**src/verilog/board_power_defs.svh**
```systemverilog
`ifndef BOARD_POWER_DEFS_SVH
`define BOARD_POWER_DEFS_SVH

// ========================================
// Sequencer stage times in clock cycles
// ========================================

`define PWR_T0 10                       // Stage 0 reload, bulk rails settle
`define PWR_T1 100                      // Stage 1 reload, POL regulators settle

// ========================================
// Power-good monitor
// ========================================

`define PWR_GRACE 20                    // Cycles after enable before pgood counts

// Sized for the largest of the three values above
`define PWR_TIMER_W 8

`endif
```
**src/verilog/board_power_pkg.sv**
```systemverilog
`include "board_power_defs.svh"

package board_power_pkg;

  // ========================================
  // Sequencer state
  // ========================================

  typedef enum logic [1:0] {
    PWR_DOWN    = 2'd0,                 // All rails off
    PWR_UPSEQ_0 = 2'd1,                 // Bulk rails on
    PWR_UPSEQ_1 = 2'd2,                 // POL regulators released
    PWR_UP      = 2'd3                  // Transceiver rails on
  } pwr_state_t;

  // ========================================
  // Vectors
  // ========================================

  // Bit 0 bulk, bit 1 point-of-load, bit 2 transceiver
  typedef logic [2:0] rail_group_t;

  typedef logic [`PWR_TIMER_W-1:0] pwr_timer_t;  // Stage and grace timers

endpackage

```
**src/verilog/board_power_top.sv**
```systemverilog
module board_power_top (
  input  logic                         clk,
  input  logic                         reset,

  // Host strobes and status
  input  logic                         power_up,
  input  logic                         power_down,
  input  logic                         fault_clear,
  output logic                         power_up_done,
  output logic                         power_down_done,
  output logic                         fault,
  output board_power_pkg::rail_group_t fault_groups,

  // Board supplies
  output logic                         atx_ps_on_n,
  output logic                         g12v_en,
  output logic                         g5v_en,
  output logic                         g3v3_en,
  output logic                         track_2v5,
  output logic                         inhibit_2v5,
  output logic                         inhibit_1v8,
  output logic                         inhibit_1v5,
  output logic                         inhibit_1v2,
  output logic                         inhibit_1v0,
  output logic                         mgt_avcc_en,
  output logic                         mgt_avttx_en,
  output logic                         mgt_avccpll_en,
  input  board_power_pkg::rail_group_t pgood
);

  logic                         seq_up;
  logic                         seq_down;
  board_power_pkg::rail_group_t group_en;

  // ========================================
  // Power-good monitor
  // ========================================

  pgood_monitor u_monitor (
    .clk          (clk),
    .reset        (reset),
    .power_up     (power_up),
    .power_down   (power_down),
    .fault_clear  (fault_clear),
    .powered_down (power_down_done),    // Same level as the host status
    .group_en     (group_en),
    .pgood        (pgood),
    .seq_up       (seq_up),
    .seq_down     (seq_down),
    .fault        (fault),
    .fault_groups (fault_groups)
  );

  // ========================================
  // Rail sequencer
  // ========================================

  rail_sequencer u_sequencer (
    .clk             (clk),
    .reset           (reset),
    .seq_up          (seq_up),
    .seq_down        (seq_down),
    .power_up_done   (power_up_done),
    .power_down_done (power_down_done),
    .group_en        (group_en),
    .atx_ps_on_n     (atx_ps_on_n),
    .g12v_en         (g12v_en),
    .g5v_en          (g5v_en),
    .g3v3_en         (g3v3_en),
    .track_2v5       (track_2v5),
    .inhibit_2v5     (inhibit_2v5),
    .inhibit_1v8     (inhibit_1v8),
    .inhibit_1v5     (inhibit_1v5),
    .inhibit_1v2     (inhibit_1v2),
    .inhibit_1v0     (inhibit_1v0),
    .mgt_avcc_en     (mgt_avcc_en),
    .mgt_avttx_en    (mgt_avttx_en),
    .mgt_avccpll_en  (mgt_avccpll_en)
  );

endmodule

```
**src/verilog/pgood_monitor.sv**
```systemverilog
`include "board_power_defs.svh"

module pgood_monitor (
  input  logic                         clk,
  input  logic                         reset,
  input  logic                         power_up,
  input  logic                         power_down,
  input  logic                         fault_clear,
  input  logic                         powered_down,
  input  board_power_pkg::rail_group_t group_en,
  input  board_power_pkg::rail_group_t pgood,
  output logic                         seq_up,
  output logic                         seq_down,
  output logic                         fault,
  output board_power_pkg::rail_group_t fault_groups
);

  localparam board_power_pkg::pwr_timer_t GRACE_TIME =
    board_power_pkg::pwr_timer_t'(`PWR_GRACE);

  board_power_pkg::pwr_timer_t  grace_cnt [3];
  board_power_pkg::rail_group_t grace_done;
  board_power_pkg::rail_group_t fail;
  logic                         fault_entry;
  logic                         down_pulse;

  // ========================================
  // Grace timers
  // ========================================

  always_ff @(posedge clk) begin
    if (reset) begin
      for (int i = 0; i < 3; i++) begin
        grace_cnt[i] <= '0;
      end
    end else begin
      for (int i = 0; i < 3; i++) begin
        if (!group_en[i]) begin
          grace_cnt[i] <= '0;           // Restart on every enable
        end else if (!grace_done[i]) begin
          grace_cnt[i] <= grace_cnt[i] + 1'b1;
        end
      end
    end
  end

  always_comb begin
    for (int i = 0; i < 3; i++) begin
      grace_done[i] = (grace_cnt[i] == GRACE_TIME);
    end
  end

  // Enabled, past grace, good bit missing
  assign fail        = group_en & grace_done & ~pgood;
  assign fault_entry = (|fail) && !fault;

  // ========================================
  // Fault latch
  // ========================================

  always_ff @(posedge clk) begin
    if (reset) begin
      fault        <= 1'b0;
      fault_groups <= '0;
      down_pulse   <= 1'b0;
    end else begin
      down_pulse <= fault_entry;        // One cycle, on first latch only
      if (fault_clear && powered_down) begin
        fault        <= 1'b0;
        fault_groups <= '0;
      end else if (|fail) begin
        fault        <= 1'b1;
        fault_groups <= fault_groups | fail;  // Sticky per group
      end
    end
  end

  // ========================================
  // Sequencer commands
  // ========================================

  assign seq_up   = power_up && !fault;  // Locked out while faulted
  assign seq_down = power_down || down_pulse;

endmodule

```
**src/verilog/rail_sequencer.sv**
```systemverilog
`include "board_power_defs.svh"

module rail_sequencer (
  input  logic                         clk,
  input  logic                         reset,
  input  logic                         seq_up,
  input  logic                         seq_down,
  output logic                         power_up_done,
  output logic                         power_down_done,
  output board_power_pkg::rail_group_t group_en,
  output logic                         atx_ps_on_n,
  output logic                         g12v_en,
  output logic                         g5v_en,
  output logic                         g3v3_en,
  output logic                         track_2v5,
  output logic                         inhibit_2v5,
  output logic                         inhibit_1v8,
  output logic                         inhibit_1v5,
  output logic                         inhibit_1v2,
  output logic                         inhibit_1v0,
  output logic                         mgt_avcc_en,
  output logic                         mgt_avttx_en,
  output logic                         mgt_avccpll_en
);

  localparam board_power_pkg::pwr_timer_t STAGE0_TIME =
    board_power_pkg::pwr_timer_t'(`PWR_T0);
  localparam board_power_pkg::pwr_timer_t STAGE1_TIME =
    board_power_pkg::pwr_timer_t'(`PWR_T1);

  board_power_pkg::pwr_state_t  state;
  board_power_pkg::pwr_timer_t  timer;
  board_power_pkg::rail_group_t stage_en;
  logic                         timer_zero;
  logic                         bulk_on;
  logic                         pol_on;
  logic                         mgt_on;

  assign timer_zero = (timer == '0);

  // ========================================
  // Power state machine
  // ========================================

  always_ff @(posedge clk) begin
    if (reset) begin
      state <= board_power_pkg::PWR_DOWN;
      timer <= '0;
    end else begin
      unique case (state)
        board_power_pkg::PWR_DOWN: begin
          if (seq_up && !seq_down) begin
            state <= board_power_pkg::PWR_UPSEQ_0;
            timer <= STAGE0_TIME;
          end
        end
        board_power_pkg::PWR_UPSEQ_0: begin
          if (timer_zero) begin
            state <= board_power_pkg::PWR_UPSEQ_1;
            timer <= STAGE1_TIME;
          end else begin
            timer <= timer - 1'b1;
          end
        end
        board_power_pkg::PWR_UPSEQ_1: begin
          if (timer_zero) begin
            state <= board_power_pkg::PWR_UP;
          end else begin
            timer <= timer - 1'b1;
          end
        end
        board_power_pkg::PWR_UP: begin
          state <= board_power_pkg::PWR_UP;  // Hold until a down request
        end
        default: begin
          state <= board_power_pkg::PWR_DOWN;
        end
      endcase

      // Down request wins over any timer expiry
      if (seq_down) begin
        state <= board_power_pkg::PWR_DOWN;
      end
    end
  end

  // ========================================
  // Stage decode
  // ========================================

  always_comb begin
    unique case (state)
      board_power_pkg::PWR_UPSEQ_0: stage_en = 3'b001;
      board_power_pkg::PWR_UPSEQ_1: stage_en = 3'b011;
      board_power_pkg::PWR_UP:      stage_en = 3'b111;
      default:                      stage_en = 3'b000;
    endcase
  end

  // Off levels are forced while reset is held
  assign group_en = reset ? 3'b000 : stage_en;

  assign power_up_done   = !reset && (state == board_power_pkg::PWR_UP);
  assign power_down_done = reset || (state == board_power_pkg::PWR_DOWN);

  assign bulk_on = group_en[0];
  assign pol_on  = group_en[1];
  assign mgt_on  = group_en[2];

  // Bulk supplies
  assign atx_ps_on_n = !bulk_on;        // ATX PS_ON is active low
  assign g12v_en     = bulk_on;
  assign g5v_en      = bulk_on;
  assign g3v3_en     = bulk_on;

  // Point-of-load regulators
  assign track_2v5   = pol_on;
  assign inhibit_2v5 = !pol_on;
  assign inhibit_1v8 = !pol_on;
  assign inhibit_1v5 = !pol_on;
  assign inhibit_1v2 = !pol_on;
  assign inhibit_1v0 = !pol_on;

  // Transceiver analog rails
  assign mgt_avcc_en    = mgt_on;
  assign mgt_avttx_en   = mgt_on;
  assign mgt_avccpll_en = mgt_on;

endmodule

```
**config.mk**
```make
export PLATFORM = sky130hd
export DESIGN_NAME = board_power_top
export DESIGN_NICKNAME = d
export VERILOG_FILES = /design/src/verilog/board_power_pkg.sv /design/src/verilog/board_power_top.sv /design/src/verilog/pgood_monitor.sv /design/src/verilog/rail_sequencer.sv
export VERILOG_INCLUDE_DIRS = /design/src /design/src/verilog
export SDC_FILE = /design/constraint.sdc
export NUM_CORES = 1
export LEC_CHECK = 0
export ABC_AREA = 0
export CAP_MARGIN = 20
export CORE_MARGIN = 2
export CORE_UTILIZATION = 57
export CTS_BUF_LIST = sky130_fd_sc_hd__clkbuf_16
export CTS_CLUSTER_SIZE = 40
export DETAILED_ROUTE_END_ITERATION = 8
export DONT_BUFFER_PORTS = 1
export PLACE_DENSITY_LB_ADDON = 0.1
export REMOVE_ABC_BUFFERS = 1
export SLEW_MARGIN = 10
export SYNTH_ARGS = -nofsm -noshare
export SYNTH_HDL_FRONTEND = slang
export SYNTH_SLANG_ARGS = --single-unit
export TNS_END_PERCENT = 20
```
**constraint.sdc**
```tcl
create_clock -name clk -period 2.2 [get_ports clk]
set_clock_uncertainty 0.15 [all_clocks]
set_input_delay 0.22 -clock clk [delete_from_list [all_inputs] [get_ports clk]]
set_output_delay 0.22 -clock clk [all_outputs]
set_load 0.03 [all_outputs]
```
Yosys cells after proc, flatten, opt, wreduce, memory -nomap -nowiden --
Memories as Yosys holds them, arrays and structs flattened. Index checks and enable logic that the tools add are counted.
Operators by class: multiplexer cells 39, bitwise logic cells 10, equal/unequal tests 10, add/subtract/negate cells 4, reductions and logical operators 20
Operators by type and width (count):
- $mux 8 | 9
- $add 8x1->8 const B | 3
- $eq 8x5->1 const B | 3
- $pmux 8 s3 | 1
- $mux 1 | 23
- $pmux 3 s3 | 1
- $logic_not 8->1 | 1
- $pmux 2 s4 | 1
- $sub 8x1->8 const B | 1
- $and 3x3->3 | 2
- $mux 2 | 3
- $ne 2x1->1 const B | 3
- $or 1x1->1 | 6
- $reduce_and 3->1 | 2
- $logic_and 1x1->1 | 5
- $logic_not 1->1 | 5
- $eq 2x2->1 const B | 2
- $reduce_or 2->1 | 2
- $mux 3 | 1
- $not 3->3 | 1
- $or 3x3->3 | 1
- $reduce_bool 3->1 | 1
- $reduce_or 3->1 | 1
- $eq 2x1->1 const B | 1
- other kinds (3) | 4
Storage, ports and cells: logic and storage cells 89, output and inout bits 19, bits in registers 15, memories kept 1, bits in writable memories 24
Memory list:
- u_monitor.grace_cnt | depth 3, bits a word 8, read ports 3, clocked after Yosys merged registers in 0, wr ports 3, line pgood_monitor.sv:21 | board_power_pkg::pwr_timer_t grace_cnt [3];

Longest topological paths before layout --
Gate-level depths: netlist of run 1.
word-level depth 8, gate-level depth with buffers 7, mapped depth without buffers 7

Modules after synthesis --
Synthesis of run 1 repeated with hierarchy kept, for this count alone.
Second synthesis, totals: cell total of the unflattened synthesis 246, area total of the unflattened synthesis 2369.8 um2
By module, submodules not included:
- pgood_monitor | cells an instance 144, instances 1, area an instance 1547.7 um2
- rail_sequencer | cells an instance 102, instances 1, area an instance 822.0 um2

Least setup slack after synthesis of run 1 --
OpenSTA, ideal clock, no wires.
path type register to register, from register u_sequencer.state[0], to memory u_monitor.grace_cnt[0][0] (netlist bit), enable pin, stages on the path, launching flop included 6, setup slack -0.357 ns, data arrival time 2.137 ns, period minus slack after synthesis 2.557 ns, cells stage by stage dfxtp_1 inv_1 ha_1 nor2_1 inv_1 or2_2
RTL lines:
- from (decl) | line rail_sequencer.sv:31 | board_power_pkg::pwr_state_t state;
- from (signal assigned) | line rail_sequencer.sv:47 | state <= board_power_pkg::PWR_DOWN;
- from (signal assigned) | line rail_sequencer.sv:53 | state <= board_power_pkg::PWR_UPSEQ_0;
- from (signal assigned) | line rail_sequencer.sv:59 | state <= board_power_pkg::PWR_UPSEQ_1;
- to (decl) | line pgood_monitor.sv:21

==> results_dict.tcl, run 1 <==
set metrics [dict create \
    status "complete, no violations" \
    final_area_um2 2581 \
    drt_iter0_drc 132 \
    max_slew_margin 0.6612 \
    clockBufferDepth 2 \
    die_area_um2 4585 \
    finalSetupViolCount 0 \
    ys.flop_type "edfxtp_1" \
    place_area_um2 2390 \
    syn_area_um2 2313 \
    ys_top_cells_by_area "edfxtp_1 31%, dfxtp_1 13%, ha_1 7.6%, xor2_1 5.7%, nor2_1 4.9%" \
    async_reset_ff_frac 0 \
    ys_ff_latch 39 \
    drt_first_pass_iters 4 \
    grt_pass1_wl_mm 7.583 \
    wl_per_cell_um 16.31 \
    finalHoldViolations 0 \
    worstPathMaxFanout 8 \
    cts_tree "done" \
    dieHeight_um 67.71 \
    post_cts_buffers 0 \
    netlist.area_leader.share 0.3115 \
    num_rows 23 \
    fin_crit_sh 0.9564 \
    fin_util 0.6547 \
    yosysUniqueCellTypes 46 \
    critical-path-max-stage-delay_ns 0.48 \
    clk_latency_ns 0.28 \
    synth_edf_count 24 \
    worstMarginPinSlew_ns 0.5071 \
    cp-start-kind "flop" \
    cts.sinks 39 \
    grt_pass1_vias 1644 \
    grt_usage 0.2230 \
    avgSynthCellArea_um2 9.761 \
    cts_inserted_buffers 5 \
    ioPinCount 27 \
    n_antenna_cell 0 \
    cellPowerDensity_nw_per_um2 680.1 \
    antenna_found_initial 0 \
    viasPerCell 6.108 \
    hold_class "primary input to flop" \
    syn_inst 237 \
    rsz0062_at_grt "false" \
    routed_wl_mm 4.843 \
    drive_above_1_share 0.1053 \
    num_vias 1814 \
    vdd_ir_drop_max_uv 502.0 \
    p_total_mw 1.755 \
    grt_max_degree 13 \
    syn2layout_area_growth_pct 11.57 \
    htree_num_levels 2 \
    rrSetupSlack_ns 0.1 \
    ys_seq_area_frac 0.4413 \
    max_cap_violations 0 \
    hpwlAfterDp_mm 3.435 \
    cp_slowest_cell "or4_1" \
    max_freq_mhz 475.2 \
    crit_chain "inv_1 > ha_1 > nand4b_1 > or4_1 > or2_2" \
    clkSlewWorstSetupHoldPaths_ns 0.06 \
    finalCriticalPeriod_ns 2.104 \
    start_util 0.5868 \
    crit_type "flop to flop" \
    place_congestion 0.8988 \
    hold_slack_ns 0.01351 \
    yosysWarnings 0 \
    layout.nets 268 \
    grt_overflow 0 \
    io_buffers 0 \
    yosysTopAreaCell "edfxtp_1" \
    netlist_top_cells_count "30 x nor2_1, 24 x edfxtp_1, 22 x inv_1" \
    arrival_ns 1.96 \
    fillers 298 \
    drv_slew 0 \
    required_ns 2.06 \
    chipWidth_um 67.71 \
    core_um2 3943 \
    ant_nets 0 \
    drc 0 \
    clockRootBuffer "clkbuf_16" \
    end_kind "flop" \
    yosysMostFrequentCell "nor2_1" \
    p_leak_nw 1.011 \
]
[critical path: cells and delay by family, from the launching register on]
family	cells	cell delay, ns
simple gates	3	0.97
fa+ha+maj	1	0.15
flops	1	0.47
buf+inv	1	0.10
[placed cells by master (no fill, tap or decap), drive strengths merged, types with 2 or more instances in the layout]
cell type	Yosys	routed
nor2	30	30
edfxtp	24	24
inv	22	22
xor2	15	15
dfxtp	15	15
nand3	14	14
ha	14	14
nand2	12	12
buf	8	11
and3	10	10
a21oi	7	7
nor4	5	5
clkbuf	3	5
nand2b	4	4
nand4	4	4
nor3	4	4
o221ai	4	4
nand4b	3	3
a21o	3	3
o21a	3	3
xnor2	3	3
o21ai	3	3
or4	2	2
a31oi	2	2
a32oi	2	2
a211oi	2	2
or3	2	2
dlygate4sd3	0	2
or2	2	2
a2111oi	2	2
clkinv	0	2
[what timing repair did]
item,in CTS,in global routing
hold endpoints to repair,6,0
resized for setup,0,2
endpoints found under the setup margin,0,5
hold buffers,2,0
[state kept, by name, summed over array words and instances, names as in the netlist]
name,cells
u_monitor.down_pulse,1
u_monitor.fault,1
u_monitor.fault_groups,3
u_monitor.grace_cnt,24
u_sequencer.state,2
u_sequencer.timer,8
[per-layer routing]
metal	global-route usage	wire length, µm	vias up
met5	0	0	-
met4	0.06122	37	0
met3	0.05333	235	10
met2	0.3873	2490	66
met1	0.2749	2080	868
li1	-	-	870
[cells by family (layout without fill, tap and decap cells)]
kind of cell / count (synthesis) / after routing / share of synthesized area
AOI/OAI and AO/OA: 35 / 35 / 0.1217
adders and majority gates: 14 / 14 / 0.07572
xor gates and xnor gates: 18 / 18 / 0.06815
buffers and inverters: 33 / 43 / 0.06652
and+or+nand+nor: 98 / 98 / 0.2266
DFF: 39 / 39 / 0.4413
[where the power goes]
part / leakage, nW / internal [mW] / switching, mW / total, mW
clock network: 0.0812 / 0.528 / 0.270 / 0.799
registers: 0.417 / 0.777 / 0.0131 / 0.790
logic: 0.512 / 0.0647 / 0.103 / 0.167
[through the flow]
stage	setup WS (ns)	setup TNS, ns	std cells
3_3_place_gp	0.2088	0	287
5_1_grt	0.007922	0	297
4_1_cts	0.02803	0	297
3_5_place_dp	0.1295	0	287
2_1_floorplan	-1.234	-20.89	226
6_report	0.09583	0	297
[path summary, 6_finish.rpt]
path,start,to,cells after the start
setup / recovery,u_monitor.grace_cnt[0][0],u_monitor.grace_cnt[0][6],5
hold / removal,reset,u_monitor.fault_groups[0],2
setup reg to reg,u_monitor.grace_cnt[0][0],u_monitor.grace_cnt[0][6],5
hold reg to reg,u_sequencer.timer[0],u_sequencer.timer[0],2
[final cells by class]
cell class                      instances  area (µm²)  share of cell area
Clock buffer                            5       125.1             0.04847
Clock inverter                          3       38.79             0.01503
Inverter                               22       82.58             0.03199
Multi-Input combinational cell        165        1141              0.4421
Sequential cell                        39        1021              0.3955
Tap cell                               50       62.56             0.02424
Timing Repair Buffer                   13       110.1             0.04266
(Power assumes the default switching activity.)
==> run 2: changes to the inputs <==
--- a/config.mk
+++ b/config.mk
@@ -8,8 +8,10 @@
 export LEC_CHECK = 0
 export ABC_AREA = 0
 export CAP_MARGIN = 20
+export CELL_PAD_IN_SITES_DETAIL_PLACEMENT = 1
+export CELL_PAD_IN_SITES_GLOBAL_PLACEMENT = 1
 export CORE_MARGIN = 2
-export CORE_UTILIZATION = 57
+export CORE_UTILIZATION = 49
 export CTS_BUF_LIST = sky130_fd_sc_hd__clkbuf_16
 export CTS_CLUSTER_SIZE = 40
 export DETAILED_ROUTE_END_ITERATION = 8
==> results_dict.tcl, run 2 (synthesized netlist as in run 1, its figures left out) <==
set metrics [dict create \
    status "complete, but fails checks" \
    violations "negative hold slack" \
    grt_pass1_wl_mm 9.121 \
    grt_usage 0.2235 \
    power.share.sequential 0.448 \
    max_freq_mhz 479.0 \
    cp-start-kind "flop" \
    grt_use_met1 0.2747 \
    hold_class "primary input to flop" \
    grt_max_degree 13 \
    crit_buf_inv 1 \
    p_total_mw 1.762 \
    post_cts_buffers 0 \
    io_buffers 0 \
    finalCriticalPeriod_ns 2.088 \
    rsz0062_at_grt "false" \
    dp_slack_ns 0.1275 \
    finalSetupViolCount 0 \
    drt_first_pass_iters 4 \
    drc 0 \
    fillers 507 \
    worstMarginPinSlew_ns 0.5481 \
    cts_tree "done" \
    viasPerCell 5.963 \
    vdd_ir_drop_max_uv 385.6 \
    grt_pass1_vias 1879 \
    routed_wl_mm 5.317 \
    critPathLaunch "u_monitor.grace_cnt[0][1]" \
    worstHoldEndpoint "u_sequencer.state[0]" \
    arrival_ns 1.95 \
    syn2layout_area_growth_pct 11.57 \
    fin_util 0.5808 \
    internal_power_mw 1.366 \
    antenna_found_initial 0 \
    crit_chain "inv_1 > ha_1 > nand4b_1 > or4_1 > or2_2" \
    die_area_um2 5287 \
    start_util 0.5206 \
    max_cap_violations 0 \
    register_area_um2 1022 \
    ioPinCount 27 \
    layout.nets 266 \
    ant_nets 0 \
    hold_start "reset" \
    netSwitchingFraction 0.2249 \
    busiest_layer "met2" \
    cts_inserted_buffers 5 \
    rr_startpoint "u_monitor.grace_cnt[0][1]" \
    layout_commonest_cell "nor2_1" \
    end_kind "flop" \
    clockBufferDepth 2 \
    power.switching_uw 396.3 \
    grt_overflow 0 \
    drv_slew 0 \
    num_rows 24 \
    core_um2 4444 \
    top_register "u_monitor.grace_cnt" \
    wl_per_cell_um 17.90 \
    layout_common_cells "29 x nor2_1, 24 x edfxtp_1, 22 x inv_1" \
    rrSetupSlack_ns 0.11 \
    fin_crit_sh 0.9489 \
    largestRegisters "u_monitor.grace_cnt x24, u_sequencer.timer x8, u_monitor.fault_groups x3" \
    cp_slowest_cell "edfxtp_1" \
    critical-path-max-stage-delay_ns 0.47 \
    hpwlAfterDp_mm 3.940 \
    grt_util_met2 0.4000 \
    place_congestion 0.8816 \
    drt_iter0_drc 57 \
    use_met3 0.04696 \
    max_slew_margin 0.6312 \
    holdPathStages 2 \
    clk_latency_ns 0.28 \
    worstPathMaxFanout 8 \
    crit_family "simple AND/OR/NAND/NOR gates" \
    reg2reg_to "u_monitor.grace_cnt[0][5]" \
    clkSlewWorstSetupHoldPaths_ns 0.06 \
    clockRootBuffer "clkbuf_16" \
    clkPwrFrac 0.455 \
    multi_input_area_um2 1152 \
    drive_above_1_share 0.1061 \
    finalHoldViolations 1 \
    p_leak_nw 1.002 \
    cts.sinks 39 \
    setup_tns_ns 0 \
    hold_slack_ns -0.001900 \
    ff2ff_path_depth 5 \
    required_ns 2.06 \
    largest_reg_flops 24 \
    cellPowerDensity_nw_per_um2 682.6 \
    n_antenna_cell 0 \
    comb_power_share 0.097 \
    num_vias 1771 \
    chipWidth_um 72.71 \
    dieHeight_um 72.71 \
    htree_num_levels 2 \
    crit_type "flop to flop" \
    worst_slack_ns 0.1123 \
]
## run 2: cell count changes in the layout (fill, tap and decap cells not counted)
cell     previous run  this run
buf_4              10         7
buf_6               0         2
buf_8               1         0
dfxtp_1            15        14
dfxtp_2             0         1
nor2_2              1         0
nor2_4              0         1
nor4_1              5         4
nor4_2              0         1
## run 2: layout make-up
type,instances,share of cell area
Tap cell,52,0.02521
Inverter,22,0.03199
Sequential cell,39,0.3960
Clock inverter,3,0.01503
Clock buffer,5,0.04847
Multi-Input combinational cell,165,0.4464
Timing Repair Buffer,11,0.03684
## run 2: routing by layer
layer | part of all wire | up-vias
met2 | 0.53 | 31
met1 | 0.43 | 870
li1 | - | 864
met3 | 0.029 | 6
met5 | 0 | -
met4 | 0.0098 | 0
## run 2: worst max path at each step
| stage | endpoint | slack, ns | cells past startpoint |
|---|---|---|---|
| floorplan | u_monitor.grace_cnt[0][0] | -1.23 | 5 |
| global placement | u_monitor.grace_cnt[0][5] | 0.21 | 5 |
| detailed placement | u_monitor.grace_cnt[0][5] | 0.13 | 5 |
| CTS | power_down_done | 0.006 | 5 |
| global route | u_monitor.grace_cnt[0][2] | 0.04 | 5 |
| finish | u_monitor.grace_cnt[0][5] | 0.11 | 5 |
## run 2: timing repair
item / CTS / global route
gates resized for setup: 0 / 5
hold endpoints to repair: 6 / 0
hold buffers: 2 / 0
endpoints found under the setup margin: 0 / 7
## run 2: per-stage QoR
step	instance area, µm²	hold WS, ns	std cells
after floorplan	2242	0.1391	226
after global routing	2581	0.01369	297
after detailed placement	2377	0.1457	287
final	2581	-0.001900	297
after CTS	2561	0.0008688	297
after global placement	2377	0.1430	287
## run 2: power groups by stage
| stage | Clock (mW) | Combinational, mW | Sequential, mW |
|---|---|---|---|
| after floorplan | 0 | 0.117 | 0.800 |
| after global placement | 0 | 0.151 | 0.803 |
| after detailed placement | 0 | 0.160 | 0.804 |
| after CTS | 0.816 | 0.167 | 0.789 |
| after global routing | 0.847 | 0.188 | 0.791 |
| final | 0.802 | 0.170 | 0.790 |
## run 2: worst reg2reg max path: stages, from the launching register on
cell and delay (ns):
edfxtp_1 0.47, inv_1 0.11, ha_1 0.14, nand4b_1 0.07
or4_1 0.47, or2_2 0.41
